File: config.mk
export PLATFORM = sky130hd
export DESIGN_NAME = aes_ctr_top
export DESIGN_NICKNAME = d
export VERILOG_FILES = /design/src/common/aes_ctr_pkg.sv /design/src/aes_ctr/aes_ctr_fsm.sv /design/src/aes_ctr/aes_ctr_slices.sv /design/src/aes_ctr/aes_ctr_ctrl.sv /design/src/rtl/aes_ctr_top.sv
export SDC_FILE = /design/constraint.sdc
export NUM_CORES = 1
export LEC_CHECK = 0
export BUFFER_PORTS_ARGS = -buffer_cell sky130_fd_sc_hd__buf_2
export CORE_MARGIN = 5
export CORE_UTILIZATION = 51
export CTS_CLUSTER_SIZE = 25
export DETAILED_ROUTE_END_ITERATION = 7
export PLACE_DENSITY_LB_ADDON = 0.15
export RECOVER_POWER = 100
export SLEW_MARGIN = 20
export SYNTH_ARGS = -nofsm -noshare
export SYNTH_HDL_FRONTEND = slang
export SYNTH_SLANG_ARGS = --single-unit
export TNS_END_PERCENT = 20
File: constraint.sdc
create_clock -name clk_i -period 4.1 [get_ports clk_i]
set_input_delay 0.41 -clock clk_i [delete_from_list [all_inputs] [get_ports clk_i]]
set_output_delay 0.41 -clock clk_i [all_outputs]
set_load 0.01 [all_outputs]
File: src/common/aes_ctr_pkg.sv
// AES CTR block counter package
// Counter and slice sizes, FSM state and opcode encodings,
// request and response structs shared by the counter blocks

`default_nettype none

package aes_ctr_pkg;

  ////////////////////////////////////////
  // Sizes
  ////////////////////////////////////////

  // Full counter width
  localparam int unsigned CtrWidth      = 128;
  // Bits handled per increment step
  localparam int unsigned SliceSizeCtr  = 16;
  localparam int unsigned NumSlicesCtr  = CtrWidth / SliceSizeCtr;
  localparam int unsigned SliceIdxWidth = $clog2(NumSlicesCtr);

  ////////////////////////////////////////
  // Encodings
  ////////////////////////////////////////

  // Counter FSM states, pairwise distance of at least three bits
  typedef enum logic [5:0] {
    CTR_IDLE  = 6'b011010,
    CTR_INCR  = 6'b100011,
    CTR_ERROR = 6'b110101
  } aes_ctr_e;

  // Requester opcodes, 2'b00 and 2'b11 are illegal
  typedef enum logic [1:0] {
    CTR_OP_LOAD = 2'b01,
    CTR_OP_INCR = 2'b10
  } ctr_op_e;

  // Request from the requester side
  typedef struct packed {
    ctr_op_e             op;
    logic [CtrWidth-1:0] data;
  } ctr_req_t;

  // Response back to the requester
  typedef struct packed {
    logic [CtrWidth-1:0] ctr;
    logic                alert;
  } ctr_rsp_t;

endpackage

`default_nettype wire

File: src/aes_ctr/aes_ctr_fsm.sv
// AES CTR increment FSM
// Adds one to the counter a slice per cycle, LSB slice first,
// carrying between slices; terminal error state raises the alert

`timescale 1ns/1ns
`default_nettype none

module aes_ctr_fsm (
  input  logic                                  clk_i,
  input  logic                                  rst_ni,

  // Increment request and ready back to the front end
  input  logic                                  incr_i,
  output logic                                  ready_o,
  input  logic                                  incr_err_i,
  output logic                                  alert_o,

  // Slice access into counter storage
  output logic [aes_ctr_pkg::SliceIdxWidth-1:0] ctr_slice_idx_o,
  input  logic [aes_ctr_pkg::SliceSizeCtr-1:0]  ctr_slice_i,
  output logic [aes_ctr_pkg::SliceSizeCtr-1:0]  ctr_slice_o,
  output logic                                  ctr_we_o
);

  import aes_ctr_pkg::*;

  aes_ctr_e                 ctr_state_d, ctr_state_q;
  logic [SliceIdxWidth-1:0] ctr_slice_idx_d, ctr_slice_idx_q;
  logic                     ctr_carry_d, ctr_carry_q;
  // One extra bit for the carry out
  logic [SliceSizeCtr:0]    ctr_value;

  ////////////////////////////////////////
  // Slice adder
  ////////////////////////////////////////

  assign ctr_value   = {1'b0, ctr_slice_i} + {{SliceSizeCtr{1'b0}}, ctr_carry_q};
  assign ctr_slice_o = ctr_value[SliceSizeCtr-1:0];

  ////////////////////////////////////////
  // Next state
  ////////////////////////////////////////

  always_comb begin
    // Output defaults
    ready_o         = 1'b0;
    ctr_we_o        = 1'b0;
    alert_o         = 1'b0;

    // Hold by default
    ctr_state_d     = ctr_state_q;
    ctr_slice_idx_d = ctr_slice_idx_q;
    ctr_carry_d     = ctr_carry_q;

    case (ctr_state_q)
      CTR_IDLE: begin
        ready_o = 1'b1;
        if (incr_i) begin
          // Start at slice 0 with carry in of one
          ctr_slice_idx_d = '0;
          ctr_carry_d     = 1'b1;
          ctr_state_d     = CTR_INCR;
        end
      end

      CTR_INCR: begin
        // Write back current slice, keep carry out
        ctr_we_o        = 1'b1;
        ctr_carry_d     = ctr_value[SliceSizeCtr];
        ctr_slice_idx_d = ctr_slice_idx_q + SliceIdxWidth'(1);
        // Last slice done
        if (ctr_slice_idx_q == SliceIdxWidth'(NumSlicesCtr - 1)) begin
          ctr_state_d = CTR_IDLE;
        end
      end

      CTR_ERROR: begin
        // Terminal, left only by reset
        alert_o = 1'b1;
      end

      default: begin
        // Unknown encoding, treat as fault
        ctr_state_d = CTR_ERROR;
        alert_o     = 1'b1;
      end
    endcase

    // Error input overrides everything
    if (incr_err_i) begin
      ctr_state_d = CTR_ERROR;
    end
  end

  ////////////////////////////////////////
  // Registers
  ////////////////////////////////////////

  always_ff @(posedge clk_i or negedge rst_ni) begin
    if (!rst_ni) begin
      ctr_state_q     <= CTR_IDLE;
      ctr_slice_idx_q <= '0;
      ctr_carry_q     <= 1'b0;
    end else begin
      ctr_state_q     <= ctr_state_d;
      ctr_slice_idx_q <= ctr_slice_idx_d;
      ctr_carry_q     <= ctr_carry_d;
    end
  end

  // Slice index straight from the flop
  assign ctr_slice_idx_o = ctr_slice_idx_q;

endmodule

`default_nettype wire

File: src/aes_ctr/aes_ctr_slices.sv
// AES CTR counter storage
// 128-bit counter kept as eight 16-bit slices, with full-width
// load, indexed slice write and combinational reads

`timescale 1ns/1ns
`default_nettype none

module aes_ctr_slices (
  input  logic                                  clk_i,
  input  logic                                  rst_ni,

  // Full-width load
  input  logic                                  load_i,
  input  logic [aes_ctr_pkg::CtrWidth-1:0]      load_data_i,

  // Indexed slice access
  input  logic [aes_ctr_pkg::SliceIdxWidth-1:0] slice_idx_i,
  input  logic                                  slice_we_i,
  input  logic [aes_ctr_pkg::SliceSizeCtr-1:0]  slice_i,
  output logic [aes_ctr_pkg::SliceSizeCtr-1:0]  slice_o,

  // Whole counter
  output logic [aes_ctr_pkg::CtrWidth-1:0]      ctr_o
);

  import aes_ctr_pkg::*;

  // Slice 0 holds the least significant bits
  logic [NumSlicesCtr-1:0][SliceSizeCtr-1:0] ctr_q;

  ////////////////////////////////////////
  // Storage
  ////////////////////////////////////////

  always_ff @(posedge clk_i or negedge rst_ni) begin
    if (!rst_ni) begin
      ctr_q <= '0;
    end else if (load_i) begin
      // Load wins over a slice write
      ctr_q <= load_data_i;
    end else if (slice_we_i) begin
      ctr_q[slice_idx_i] <= slice_i;
    end
  end

  ////////////////////////////////////////
  // Read side
  ////////////////////////////////////////

  // Addressed slice back to the FSM adder
  assign slice_o = ctr_q[slice_idx_i];

  // Flattened counter
  assign ctr_o   = ctr_q;

endmodule

`default_nettype wire

File: src/aes_ctr/aes_ctr_ctrl.sv
// AES CTR request front end
// Four-phase req/ack handshake, opcode decode, sequencing of
// counter load and slice-wise increment

`timescale 1ns/1ns
`default_nettype none

module aes_ctr_ctrl (
  input  logic                             clk_i,
  input  logic                             rst_ni,

  // Requester handshake
  input  logic                             req_i,
  input  aes_ctr_pkg::ctr_req_t            req_data_i,
  output logic                             ack_o,

  // Storage load
  output logic                             load_o,
  output logic [aes_ctr_pkg::CtrWidth-1:0] load_data_o,

  // Increment FSM
  output logic                             incr_o,
  input  logic                             ready_i,
  output logic                             incr_err_o,
  input  logic                             alert_i
);

  import aes_ctr_pkg::*;

  // Handshake states
  typedef enum logic [2:0] {
    IDLE      = 3'd0,
    WAIT_BUSY = 3'd1,
    WAIT_DONE = 3'd2,
    ACK       = 3'd3,
    RELEASE   = 3'd4
  } ctrl_state_e;

  ctrl_state_e state_d, state_q;

  // Load data taken straight from the held request
  assign load_data_o = req_data_i.data;

  ////////////////////////////////////////
  // Next state
  ////////////////////////////////////////

  always_comb begin
    load_o     = 1'b0;
    incr_o     = 1'b0;
    incr_err_o = 1'b0;
    state_d    = state_q;

    case (state_q)
      IDLE: begin
        // Alert blocks every new request
        if (req_i && !alert_i) begin
          case (req_data_i.op)
            CTR_OP_LOAD: begin
              // Write lands on the same edge ack rises
              load_o  = 1'b1;
              state_d = ACK;
            end
            CTR_OP_INCR: begin
              // Only start when the FSM can take it
              if (ready_i) begin
                incr_o  = 1'b1;
                state_d = WAIT_BUSY;
              end
            end
            default: begin
              // Illegal opcode, stay parked here
              incr_err_o = 1'b1;
            end
          endcase
        end
      end

      // FSM leaves ready
      WAIT_BUSY: if (!ready_i) state_d = WAIT_DONE;

      // FSM back to ready, all slices written
      WAIT_DONE: if (ready_i) state_d = ACK;

      // Hold ack until requester lets go
      ACK: if (!req_i) state_d = RELEASE;

      // One guard cycle before the next request
      RELEASE: state_d = IDLE;

      default: state_d = IDLE;
    endcase
  end

  always_ff @(posedge clk_i or negedge rst_ni) begin
    if (!rst_ni) begin
      state_q <= IDLE;
    end else begin
      state_q <= state_d;
    end
  end

  // Ack decoded from the state flop, glitch free
  assign ack_o = (state_q == ACK);

endmodule

`default_nettype wire

File: src/rtl/aes_ctr_top.sv
// AES CTR block counter top level
// Joins handshake front end, slice storage and increment FSM

`timescale 1ns/1ns
`default_nettype none

module aes_ctr_top (
  input  logic                  clk_i,
  input  logic                  rst_ni,

  // Requester side
  input  logic                  req_i,
  input  aes_ctr_pkg::ctr_req_t req_data_i,
  output logic                  ack_o,
  output aes_ctr_pkg::ctr_rsp_t rsp_o
);

  import aes_ctr_pkg::*;

  // Front end to storage
  logic                     load;
  logic [CtrWidth-1:0]      load_data;
  // Front end to FSM
  logic                     incr;
  logic                     ready;
  logic                     incr_err;
  logic                     alert;
  // FSM to storage
  logic [SliceIdxWidth-1:0] slice_idx;
  logic                     slice_we;
  logic [SliceSizeCtr-1:0]  slice_wdata;
  logic [SliceSizeCtr-1:0]  slice_rdata;
  logic [CtrWidth-1:0]      ctr;

  ////////////////////////////////////////
  // Blocks
  ////////////////////////////////////////

  aes_ctr_ctrl u_ctrl (
    .clk_i       (clk_i),
    .rst_ni      (rst_ni),
    .req_i       (req_i),
    .req_data_i  (req_data_i),
    .ack_o       (ack_o),
    .load_o      (load),
    .load_data_o (load_data),
    .incr_o      (incr),
    .ready_i     (ready),
    .incr_err_o  (incr_err),
    .alert_i     (alert)
  );

  aes_ctr_slices u_slices (
    .clk_i       (clk_i),
    .rst_ni      (rst_ni),
    .load_i      (load),
    .load_data_i (load_data),
    .slice_idx_i (slice_idx),
    .slice_we_i  (slice_we),
    .slice_i     (slice_wdata),
    .slice_o     (slice_rdata),
    .ctr_o       (ctr)
  );

  aes_ctr_fsm u_fsm (
    .clk_i           (clk_i),
    .rst_ni          (rst_ni),
    .incr_i          (incr),
    .ready_o         (ready),
    .incr_err_i      (incr_err),
    .alert_o         (alert),
    .ctr_slice_idx_o (slice_idx),
    .ctr_slice_i     (slice_rdata),
    .ctr_slice_o     (slice_wdata),
    .ctr_we_o        (slice_we)
  );

  // Response from storage and FSM
  assign rsp_o.ctr   = ctr;
  assign rsp_o.alert = alert;

endmodule

`default_nettype wire

==> results.py, run 1 <==
metrics = {
    "outcome": {
        "status": "finished with violations",
        "violations": "max-capacitance violations, max-slew violations",
    },
    "synth": {
        "syn_inst": 847,
        "ys_warn_count": 0,
        "synth_area_per_cell_um2": 9.335,
        "syn-num-nets": 986,
        "synth_edf_count": 0,
        "netlist_area_um2": 7906,
        "yosysSeqAreaShare": 0.4436,
        "ys_ff_latch": 140,
        "synth_cell_types": 65,
        "async_reset_ff_frac": 1.000,
        "synthFlopType": "dfrtp_1",
    },
    "worst_setup_path": {
        "r2r_end": "u_slices.ctr_o[30]",
        "ff2ff_path_depth": 8,
        "cpPeakStageDelay_ps": 760,
        "crit_path_cell_trace": "buf_4, mux4_1, nand4_1, a21oi_1, nand4_1, xnor2_1, nand2_1, a21oi_1",
        "critPathLaunchType": "register",
        "worstSetupStartpoint": "u_fsm.ctr_slice_idx_o[2]",
        "slowest_stage": "dfrtp_2",
        "crit_type": "register to register",
        "crit-reg2reg-launch": "u_fsm.ctr_slice_idx_o[2]",
        "critPathCapture": "u_slices.ctr_o[30]",
        "crit_arrival_ps": 3910,
        "cp.required_ps": 4460,
        "crit_fanout": 28,
        "cp-end-kind": "register",
        "reg2reg_slack_ps": 550,
    },
    "power_and_ir_drop": {
        "p_leak_nw": 3.889,
        "p_per_area_nw_per_um2": 349.9,
        "peakVddDrop_mv": 0.3060,
    },
    "floorplan": {
        "core_area_um2": 15200,
        "dieArea_um2": 18090,
        "io_pins": 263,
        "initial_core_util": 0.5201,
        "die_y_um": 134.5,
        "die_x_um": 134.5,
        "rows": 45,
    },
    "timing": {
        "rsz0062_at_grt": "no",
        "final.min_clock_period_ps": 3547,
        "slew_headroom": -0.3914,
        "finalMaxSlewViolations": 145,
        "finalSetupViolations": 0,
        "worst_pin_slew_ps": 2087,
        "fin_crit_sh": 0.8652,
        "tns_ps": 0,
        "fmax_ghz": 0.2819,
        "finClkSkew_ps": 13.23,
        "hold_violations": 0,
    },
    "final_layout": {
        "post-route-util": 0.6403,
        "fillCellCount": 1355,
        "nets": 1227,
        "layout-drive-gt1-share": 0.2116,
        "syn_to_final_growth_pct": 23.12,
        "antenna_cells": 0,
        "final_cell_mix": "clkbuf_1 (134), dfrtp_1 (134), buf_2 (131)",
    },
    "placed_design": {
        "io_buffers": 262,
        "post-dp-hpwl_um": 20910,
        "routabilityCongestion": 0.9479,
    },
    "clock_tree": {
        "cts.reportedPaths.clkPinSlew_ps": 60,
        "clk_latency_ps": 450,
        "cts_root_buffer": "clkbuf_16",
        "ctsHtreeMaxLevel": 4,
        "cts.sinks": 140,
        "clock_path_buffers": 2,
        "cts_made_buffers": 17,
        "post-cts-setup-buffers": 0,
        "ctsResizeCount": 0,
        "cts_tree": "built",
        "hold_buffers": 0,
    },
    "routing": {
        "drcViolationCount": 0,
        "ant_nets": 0,
        "wl_per_cell_um": 22.89,
        "drt-pass1-iter-count": 5,
        "via_count": 8120,
        "drt_wl_total_um": 29500,
        "routed_via_density": 6.299,
        "dr.first_iter.drc_count": 775,
    },
    "grt": {
        "antenna_found_initial": 1,
        "grt_use_total": 0.3235,
        "grt_start_max_net_pins": 83,
        "grt-ovfl-total": 0,
        "grt_pass1_vias": 7984,
        "grt_pass1_wl_um": 44750,
    },
    "run": {
        "drv_cap": 3,
    },
    "worst_hold_path": {
        "hold_class": "input port to register",
        "holdCritStartpoint": "req_data_i[24]",
    },
}
synthesized netlist by cell type (all sizes together), types with 2 or more instances:
cell / count / area share
a21oi: 126 / 0.084
a221o: 2 / 0.0025
a22o: 10 / 0.011
a22oi: 22 / 0.021
a311oi: 2 / 0.0044
a31o: 8 / 0.0089
a31oi: 36 / 0.029
and2: 3 / 0.0024
and3: 3 / 0.0024
buf: 22 / 0.020
clkbuf: 44 / 0.021
dfrtp: 137 / 0.43
dfstp: 3 / 0.010
ha: 6 / 0.0095
inv: 12 / 0.0057
mux2: 2 / 0.0028
mux2i: 14 / 0.018
mux4: 28 / 0.085
nand2: 122 / 0.058
nand2b: 8 / 0.0063
nand3: 20 / 0.013
nand4: 5 / 0.0040
nor2: 101 / 0.048
nor2b: 2 / 0.0016
nor3: 8 / 0.0057
nor4: 5 / 0.0047
o21a: 8 / 0.0076
o21ai: 31 / 0.020
o22ai: 7 / 0.0055
o31ai: 5 / 0.0047
o32a: 3 / 0.0038
or3: 15 / 0.012
xnor2: 6 / 0.0095
xor2: 7 / 0.0097
stage by stage:
stage               instances  cell area, µm²  setup WS [ps]  power, mW  hold WS (ps)
floorplan                 847            7906          968.1      1.643         114.4
global placement         1257            9379          947.7      1.807         469.6
detailed placement       1257            9379          848.5      1.810         476.0
CTS                      1289            9991          833.0      3.409         43.81
global route             1289            9734          320.3      3.503         188.7
finish                   1289            9734          552.6      3.406         182.1
state kept, by name, summed over array words and instances, names as in the netlist:
name / count
u_ctrl.state_q: 3
u_slices.ctr_o: 128
u_fsm.ctr_state_q: 5
u_fsm.ctr_carry_q: 1
u_fsm.ctr_slice_idx_o: 3
power by group:
| part | internal (mW) | total (mW) | switching [mW] |
|---|---|---|---|
| Combinational | 0.138 | 0.333 | 0.195 |
| Sequential | 1.41 | 1.45 | 0.0418 |
| Clock | 1.00 | 1.62 | 0.624 |
| Total | 2.54 | 3.41 | 0.861 |
critical path, delay by kind of cell (launching register included):
family | cells | cell delay, ps
AOI/OAI and AO/OA | 2 | 670
xor gates and xnor gates | 1 | 660
buffers and inverters | 1 | 440
DFF | 1 | 760
muxes | 1 | 330
and+or+nand+nor | 3 | 580
worst min-delay path by stage:
stage / endpoint / slack (ps) / cells past startpoint
finish: u_slices.ctr_o[24] / 180 / 2
global route: u_slices.ctr_o[88] / 190 / 2
CTS: u_fsm.ctr_state_q[0] / 40 / 1
detailed placement: u_ctrl.state_q[0] / 480 / 1
global placement: u_ctrl.state_q[0] / 470 / 1
floorplan: u_ctrl.state_q[0] / 110 / 0
final cells by class:
cell class	count	area, µm²	area share
Clock inverter	11	141.4	0.01452
Sequential cell	140	3511	0.3607
Multi-Input combinational cell	629	3991	0.4100
Tap cell	188	235.2	0.02416
Timing Repair Buffer	288	1340	0.1377
Clock buffer	21	470.5	0.04833
Inverter	12	45.04	0.004627
routing by layer:
layer | global-route usage | part of all wire | routed length [µm] | vias up
met5 | 0 | 0.00024 | 7 | -
met4 | 0.1340 | 0.038 | 1115 | 2
met3 | 0.08271 | 0.11 | 3163 | 94
met2 | 0.4983 | 0.46 | 13480 | 553
met1 | 0.4395 | 0.40 | 11730 | 3894
li1 | - | - | - | 3577
kinds of logic after synthesis:
family	after synthesis	share of synthesized area
fa+ha+maj	6	0.009495
mux	44	0.1060
compound gates	268	0.2108
xor+xnor	13	0.01915
flops	140	0.4436
buf+inv	78	0.04668
simple gates	298	0.1643
(Power assumes the default switching activity.)
==> run 2: changes to the inputs <==
==> constraint.sdc (replaced) <==
create_clock -name clk_i -period 4.1 [get_ports clk_i]
set_input_delay 0.82 -clock clk_i [delete_from_list [all_inputs] [get_ports clk_i]]
set_output_delay 0.82 -clock clk_i [all_outputs]
set_load 0.01 [all_outputs]
==> results.py, run 2 (synthesized netlist as in run 1, its figures left out) <==
metrics = {
    "clock_tree": {
        "cts_tree": "built",
        "ctsResizeCount": 0,
        "cts_root_buffer": "clkbuf_16",
        "cts_made_buffers": 17,
        "post-cts-setup-buffers": 0,
        "cts.reportedPaths.clkPinSlew_ps": 60,
        "clock_path_buffers": 2,
        "clk_latency_ps": 430,
        "hold_buffers": 0,
        "ctsHtreeMaxLevel": 4,
        "cts.sinks": 140,
    },
    "final_layout": {
        "layout-drive-gt1-share": 0.2089,
        "antenna_cells": 0,
        "largest_reg_flops": 128,
        "final_common_cell": "clkbuf_1",
        "nets": 1228,
        "syn_to_final_growth_pct": 23.41,
        "final_cell_mix": "clkbuf_1 (138), dfrtp_1 (134), buf_2 (131)",
    },
    "worst_setup_path": {
        "ff2ff_path_depth": 8,
        "crit_top_cell": "nand3_1",
        "crit_path_cell_trace": "clkbuf_2, mux4_1, nand4_1, a21oi_2, nand3_1, o21ai_1, nand3_1, a21oi_1",
        "critPathLaunchType": "register",
        "crit_type": "register to register",
        "cpPeakStageDelay_ps": 870,
        "slowest_stage": "dfrtp_2",
        "crit_fanout": 36,
        "crit_arrival_ps": 4010,
        "cp.required_ps": 4440,
        "cp-end-kind": "register",
    },
    "grt": {
        "grt_pass1_wl_um": 44790,
        "grt-ovfl-total": 0,
        "antenna_found_initial": 1,
        "grt_use_total": 0.3233,
        "grt_pass1_vias": 7886,
        "grt_start_max_net_pins": 82,
    },
    "routing": {
        "wl_per_cell_um": 22.95,
        "ant_nets": 0,
        "via_count": 8053,
        "drcViolationCount": 0,
        "routed_via_density": 6.247,
        "wl_met3_um": 3285,
        "dr_wl_met2_um": 13810,
        "top_layer": "met5",
        "drt_wl_total_um": 29580,
        "dr.first_iter.drc_count": 770,
        "drt-pass1-iter-count": 6,
        "wl_met1_um": 11490,
    },
    "timing": {
        "fin_crit_sh": 0.8949,
        "finClkSkew_ps": 7.931,
        "fmax_ghz": 0.2725,
        "hold_violations": 0,
        "slew_headroom": -0.4131,
        "final.min_clock_period_ps": 3669,
        "tns_ps": 0,
        "setup_slack_ps": 430.9,
        "finalMaxSlewViolations": 81,
        "rsz0062_at_grt": "no",
        "worst_pin_slew_ps": 2120,
        "finalSetupViolations": 0,
    },
    "floorplan": {
        "core_area_um2": 15200,
        "initial_core_util": 0.5201,
        "rows": 45,
        "io_pins": 263,
        "die_x_um": 134.5,
        "dieArea_um2": 18090,
        "die_y_um": 134.5,
    },
    "outcome": {
        "violations": "max-capacitance violations, max-slew violations",
        "status": "finished with violations",
    },
    "placed_design": {
        "routabilityCongestion": 0.8825,
        "post-place-ws_ps": 851.7,
        "post-dp-hpwl_um": 20520,
        "io_buffers": 262,
    },
    "power_and_ir_drop": {
        "p_per_area_nw_per_um2": 345.6,
        "peakVddDrop_mv": 0.3121,
        "p_leak_nw": 3.897,
    },
    "worst_hold_path": {
        "hold_path_depth": 1,
        "hold_class": "register to register",
    },
    "run": {
        "drv_cap": 1,
    },
}
## run 2: cell count changes in the layout (fill, tap and decap cells not counted), sizes merged
cell | previous run | this run
clkinvlp | 3 | 1
clkinv | 5 | 3
clkbuf | 157 | 160
dlymetal6s2s | 0 | 1
## run 2: cell type report
cell class              instances  area (µm²)
repair buffers                289        1351
well taps                     188       235.2
clock buffers                  24       481.7
flip-flops and latches        140        3511
clock inverters                 7       112.6
fillers                      1399        5445
inverters                      12       45.04
multi-input cells             629        4020
## run 2: path summary, 6_finish.rpt
kind | from | to | slack [ps]
max reg2reg | u_fsm.ctr_slice_idx_o[2] | u_slices.ctr_o[59] | 430
min reg2reg | u_ctrl.state_q[2] | u_ctrl.state_q[0] | 480
min | u_ctrl.state_q[2] | u_ctrl.state_q[0] | 480
max | u_fsm.ctr_slice_idx_o[2] | u_slices.ctr_o[59] | 430
min in group asynchronous | rst_ni | u_ctrl.state_q[2] | 980
max in group asynchronous | rst_ni | u_fsm.ctr_slice_idx_o[0] | 1720
## run 2: routing by layer
metal / track usage / up-vias
met5: 0 / -
met3: 0.07750 / 78
met4: 0.1216 / 2
met2: 0.5084 / 566
li1: - / 3549
met1: 0.4391 / 3858
## run 2: where the power goes
part,total [mW],switching (mW),internal [mW]
combinational,0.333,0.197,0.137
clock,1.59,0.591,0.999
sequential,1.45,0.0429,1.41
total,3.37,0.830,2.54
## run 2: through the flow
stage / cells / total power [mW] / utilization / hold WS (ps) / instance area (µm²)
2_1_floorplan: 847 / 1.643 / - / 444.1 / 7906
3_3_place_gp: 1258 / 1.808 / 0.6183 / 473.3 / 9399
3_5_place_dp: 1258 / 1.814 / 0.6183 / 475.9 / 9399
4_1_cts: 1289 / 3.386 / 0.6574 / 466.7 / 9993
5_1_grt: 1289 / 3.472 / 0.6418 / 503.7 / 9757
6_report: 1289 / 3.372 / 0.6418 / 480.0 / 9757
## run 2: critical path: cells and delay by family, from the launching register on
| kind | cells | cell delay (ps) |
|---|---|---|
| mux | 1 | 360 |
| flops | 1 | 870 |
| compound gates | 3 | 1120 |
| simple gates | 3 | 660 |
| buf+inv | 1 | 550 |
==> run 3: changes to the inputs <==
--- a/config.mk
+++ b/config.mk
@@ -7,11 +7,11 @@
 export LEC_CHECK = 0
 export BUFFER_PORTS_ARGS = -buffer_cell sky130_fd_sc_hd__buf_2
 export CORE_MARGIN = 5
-export CORE_UTILIZATION = 51
+export CORE_UTILIZATION = 25
 export CTS_CLUSTER_SIZE = 25
 export DETAILED_ROUTE_END_ITERATION = 7
 export PLACE_DENSITY_LB_ADDON = 0.15
-export RECOVER_POWER = 100
+export RECOVER_POWER = 25
 export SLEW_MARGIN = 20
 export SYNTH_ARGS = -nofsm -noshare
 export SYNTH_HDL_FRONTEND = slang
==> results.py, run 3 (synthesized netlist as in run 1, its figures left out) <==
metrics = {
    "outcome": {
        "status": "finished with violations",
        "violations": "max-capacitance violations, max-slew violations",
    },
    "routing": {
        "routed_via_density": 5.164,
        "drt-pass1-iter-count": 7,
        "dr.first_iter.drc_count": 623,
        "drt_wl_total_um": 35900,
        "drcViolationCount": 0,
        "via_count": 7782,
        "wl_per_cell_um": 23.82,
        "ant_nets": 0,
    },
    "final_layout": {
        "fillCellCount": 3382,
        "final_area_um2": 10340,
        "nets": 1230,
        "layout-drive-gt1-share": 0.3505,
        "largest_reg_flops": 128,
        "final_cell_mix": "buf_2 (261), dfrtp_1 (134), nand2_1 (121)",
        "final_common_cell": "buf_2",
        "syn_to_final_growth_pct": 30.76,
    },
    "placed_design": {
        "post-place-ws_ps": 677.3,
        "dpl_cell_area_um2": 9714,
        "post-dp-hpwl_um": 26560,
        "io_buffers": 262,
        "routabilityCongestion": 0.8068,
    },
    "worst_setup_path": {
        "path_delay_family": "multiplexers",
        "slowest_stage": "dfrtp_2",
        "critPathLaunchType": "register",
        "crit_fanout": 33,
        "crit_buf_inv": 1,
        "cp-end-kind": "register",
        "cp.required_ps": 4460,
        "crit_type": "register to register",
        "crit_arrival_ps": 3720,
        "cpPeakStageDelay_ps": 920,
        "crit_path_cell_trace": "mux4_1, mux2_2, ha_1, inv_1, a31oi_2, nand2_1, xor2_1, a31o_2",
    },
    "timing": {
        "final.min_clock_period_ps": 3361,
        "finClkSkew_ps": 12.71,
        "tns_ps": 0,
        "fmax_ghz": 0.2976,
        "finalSetupViolations": 0,
        "rsz0062_at_grt": "no",
        "finalMaxSlewViolations": 74,
        "fin_crit_sh": 0.8197,
        "worst_pin_slew_ps": 1981,
        "slew_headroom": -0.3205,
        "hold_violations": 0,
        "setup_slack_ps": 739.2,
    },
    "clock_tree": {
        "clock_path_buffers": 2,
        "post-cts-setup-buffers": 0,
        "ctsResizeCount": 0,
        "clk_latency_ps": 420,
        "cts.reportedPaths.clkPinSlew_ps": 70,
        "cts.sinks": 140,
        "cts_made_buffers": 17,
        "hold_buffers": 0,
        "cts_root_buffer": "clkbuf_16",
        "cts_tree": "built",
        "ctsHtreeMaxLevel": 4,
    },
    "power_and_ir_drop": {
        "peakVddDrop_mv": 0.2559,
        "p_leak_nw": 4.197,
        "share_comb_of_total_power": 0.099,
        "p_int_mw": 2.581,
        "seqPwrFrac": 0.414,
        "power_frac_clock": 0.486,
        "p_sw_mw": 0.9191,
        "p_per_area_nw_per_um2": 338.5,
        "sw_frac_of_total": 0.2626,
    },
    "floorplan": {
        "core_area_um2": 31390,
        "rows": 65,
        "die_y_um": 187.8,
        "initial_core_util": 0.2519,
        "die_x_um": 187.8,
        "dieArea_um2": 35280,
        "io_pins": 263,
    },
    "grt": {
        "grt_pass1_wl_um": 52520,
        "antenna_found_initial": 0,
        "grt_pass1_vias": 7976,
        "grt_use_total": 0.1975,
        "grt-ovfl-total": 0,
        "grt_start_max_net_pins": 74,
    },
    "worst_hold_path": {
        "hold_class": "register to register",
    },
    "run": {
        "drv_cap": 1,
    },
}
## run 3: layout make-up
| class | count | area (µm²) | area share |
|---|---|---|---|
| multi-input combinational | 629 | 4076 | 0.3943 |
| sequential | 140 | 3511 | 0.3396 |
| timing repair buffer | 291 | 1564 | 0.1513 |
| tap | 402 | 503.0 | 0.04865 |
| clock buffer | 17 | 425.4 | 0.04115 |
| clock inverter | 15 | 211.5 | 0.02045 |
| inverter | 12 | 45.04 | 0.004357 |
| antenna | 1 | 2.502 | 0.0002420 |
## run 3: final timing paths
kind	startpoint	endpoint	slack [ps]	depth (start not counted)
max in group asynchronous	rst_ni	u_slices.ctr_o[39]	960	2
hold reg to reg	u_ctrl.state_q[2]	u_ctrl.state_q[0]	500	1
min in group asynchronous	rst_ni	u_slices.ctr_o[49]	950	1
setup / recovery	u_fsm.ctr_slice_idx_o[0]	u_slices.ctr_o[22]	740	8
hold / removal	u_ctrl.state_q[2]	u_ctrl.state_q[0]	500	1
setup reg to reg	u_fsm.ctr_slice_idx_o[0]	u_slices.ctr_o[22]	740	8
## run 3: metrics by stage
step                      std cells  hold WS, ps  power [mW]  utilization
final                          1507        496.3       3.500       0.3293
after global routing           1506        530.4       3.631       0.3293
after CTS                      1506        459.3       3.534       0.3297
after detailed placement       1474        504.1       1.826       0.3094
after global placement         1474        484.5       1.822       0.3094
after floorplan                 847        444.1       1.643            -
## run 3: power groups by stage
stage / Clock (mW) / Combinational (mW) / Sequential, mW
detailed placement: 0 / 0.351 / 1.47
finish: 1.70 / 0.348 / 1.45
CTS: 1.73 / 0.353 / 1.45
floorplan: 0 / 0.194 / 1.45
global placement: 0 / 0.348 / 1.47
global route: 1.79 / 0.384 / 1.45
## run 3: routing by layer
layer	GRT usage	part of all wire	vias up
li1	-	-	3574
met1	0.2781	0.45	3877
met2	0.3106	0.46	298
met3	0.03555	0.063	33
met4	0.06070	0.022	0
met5	0	0	-
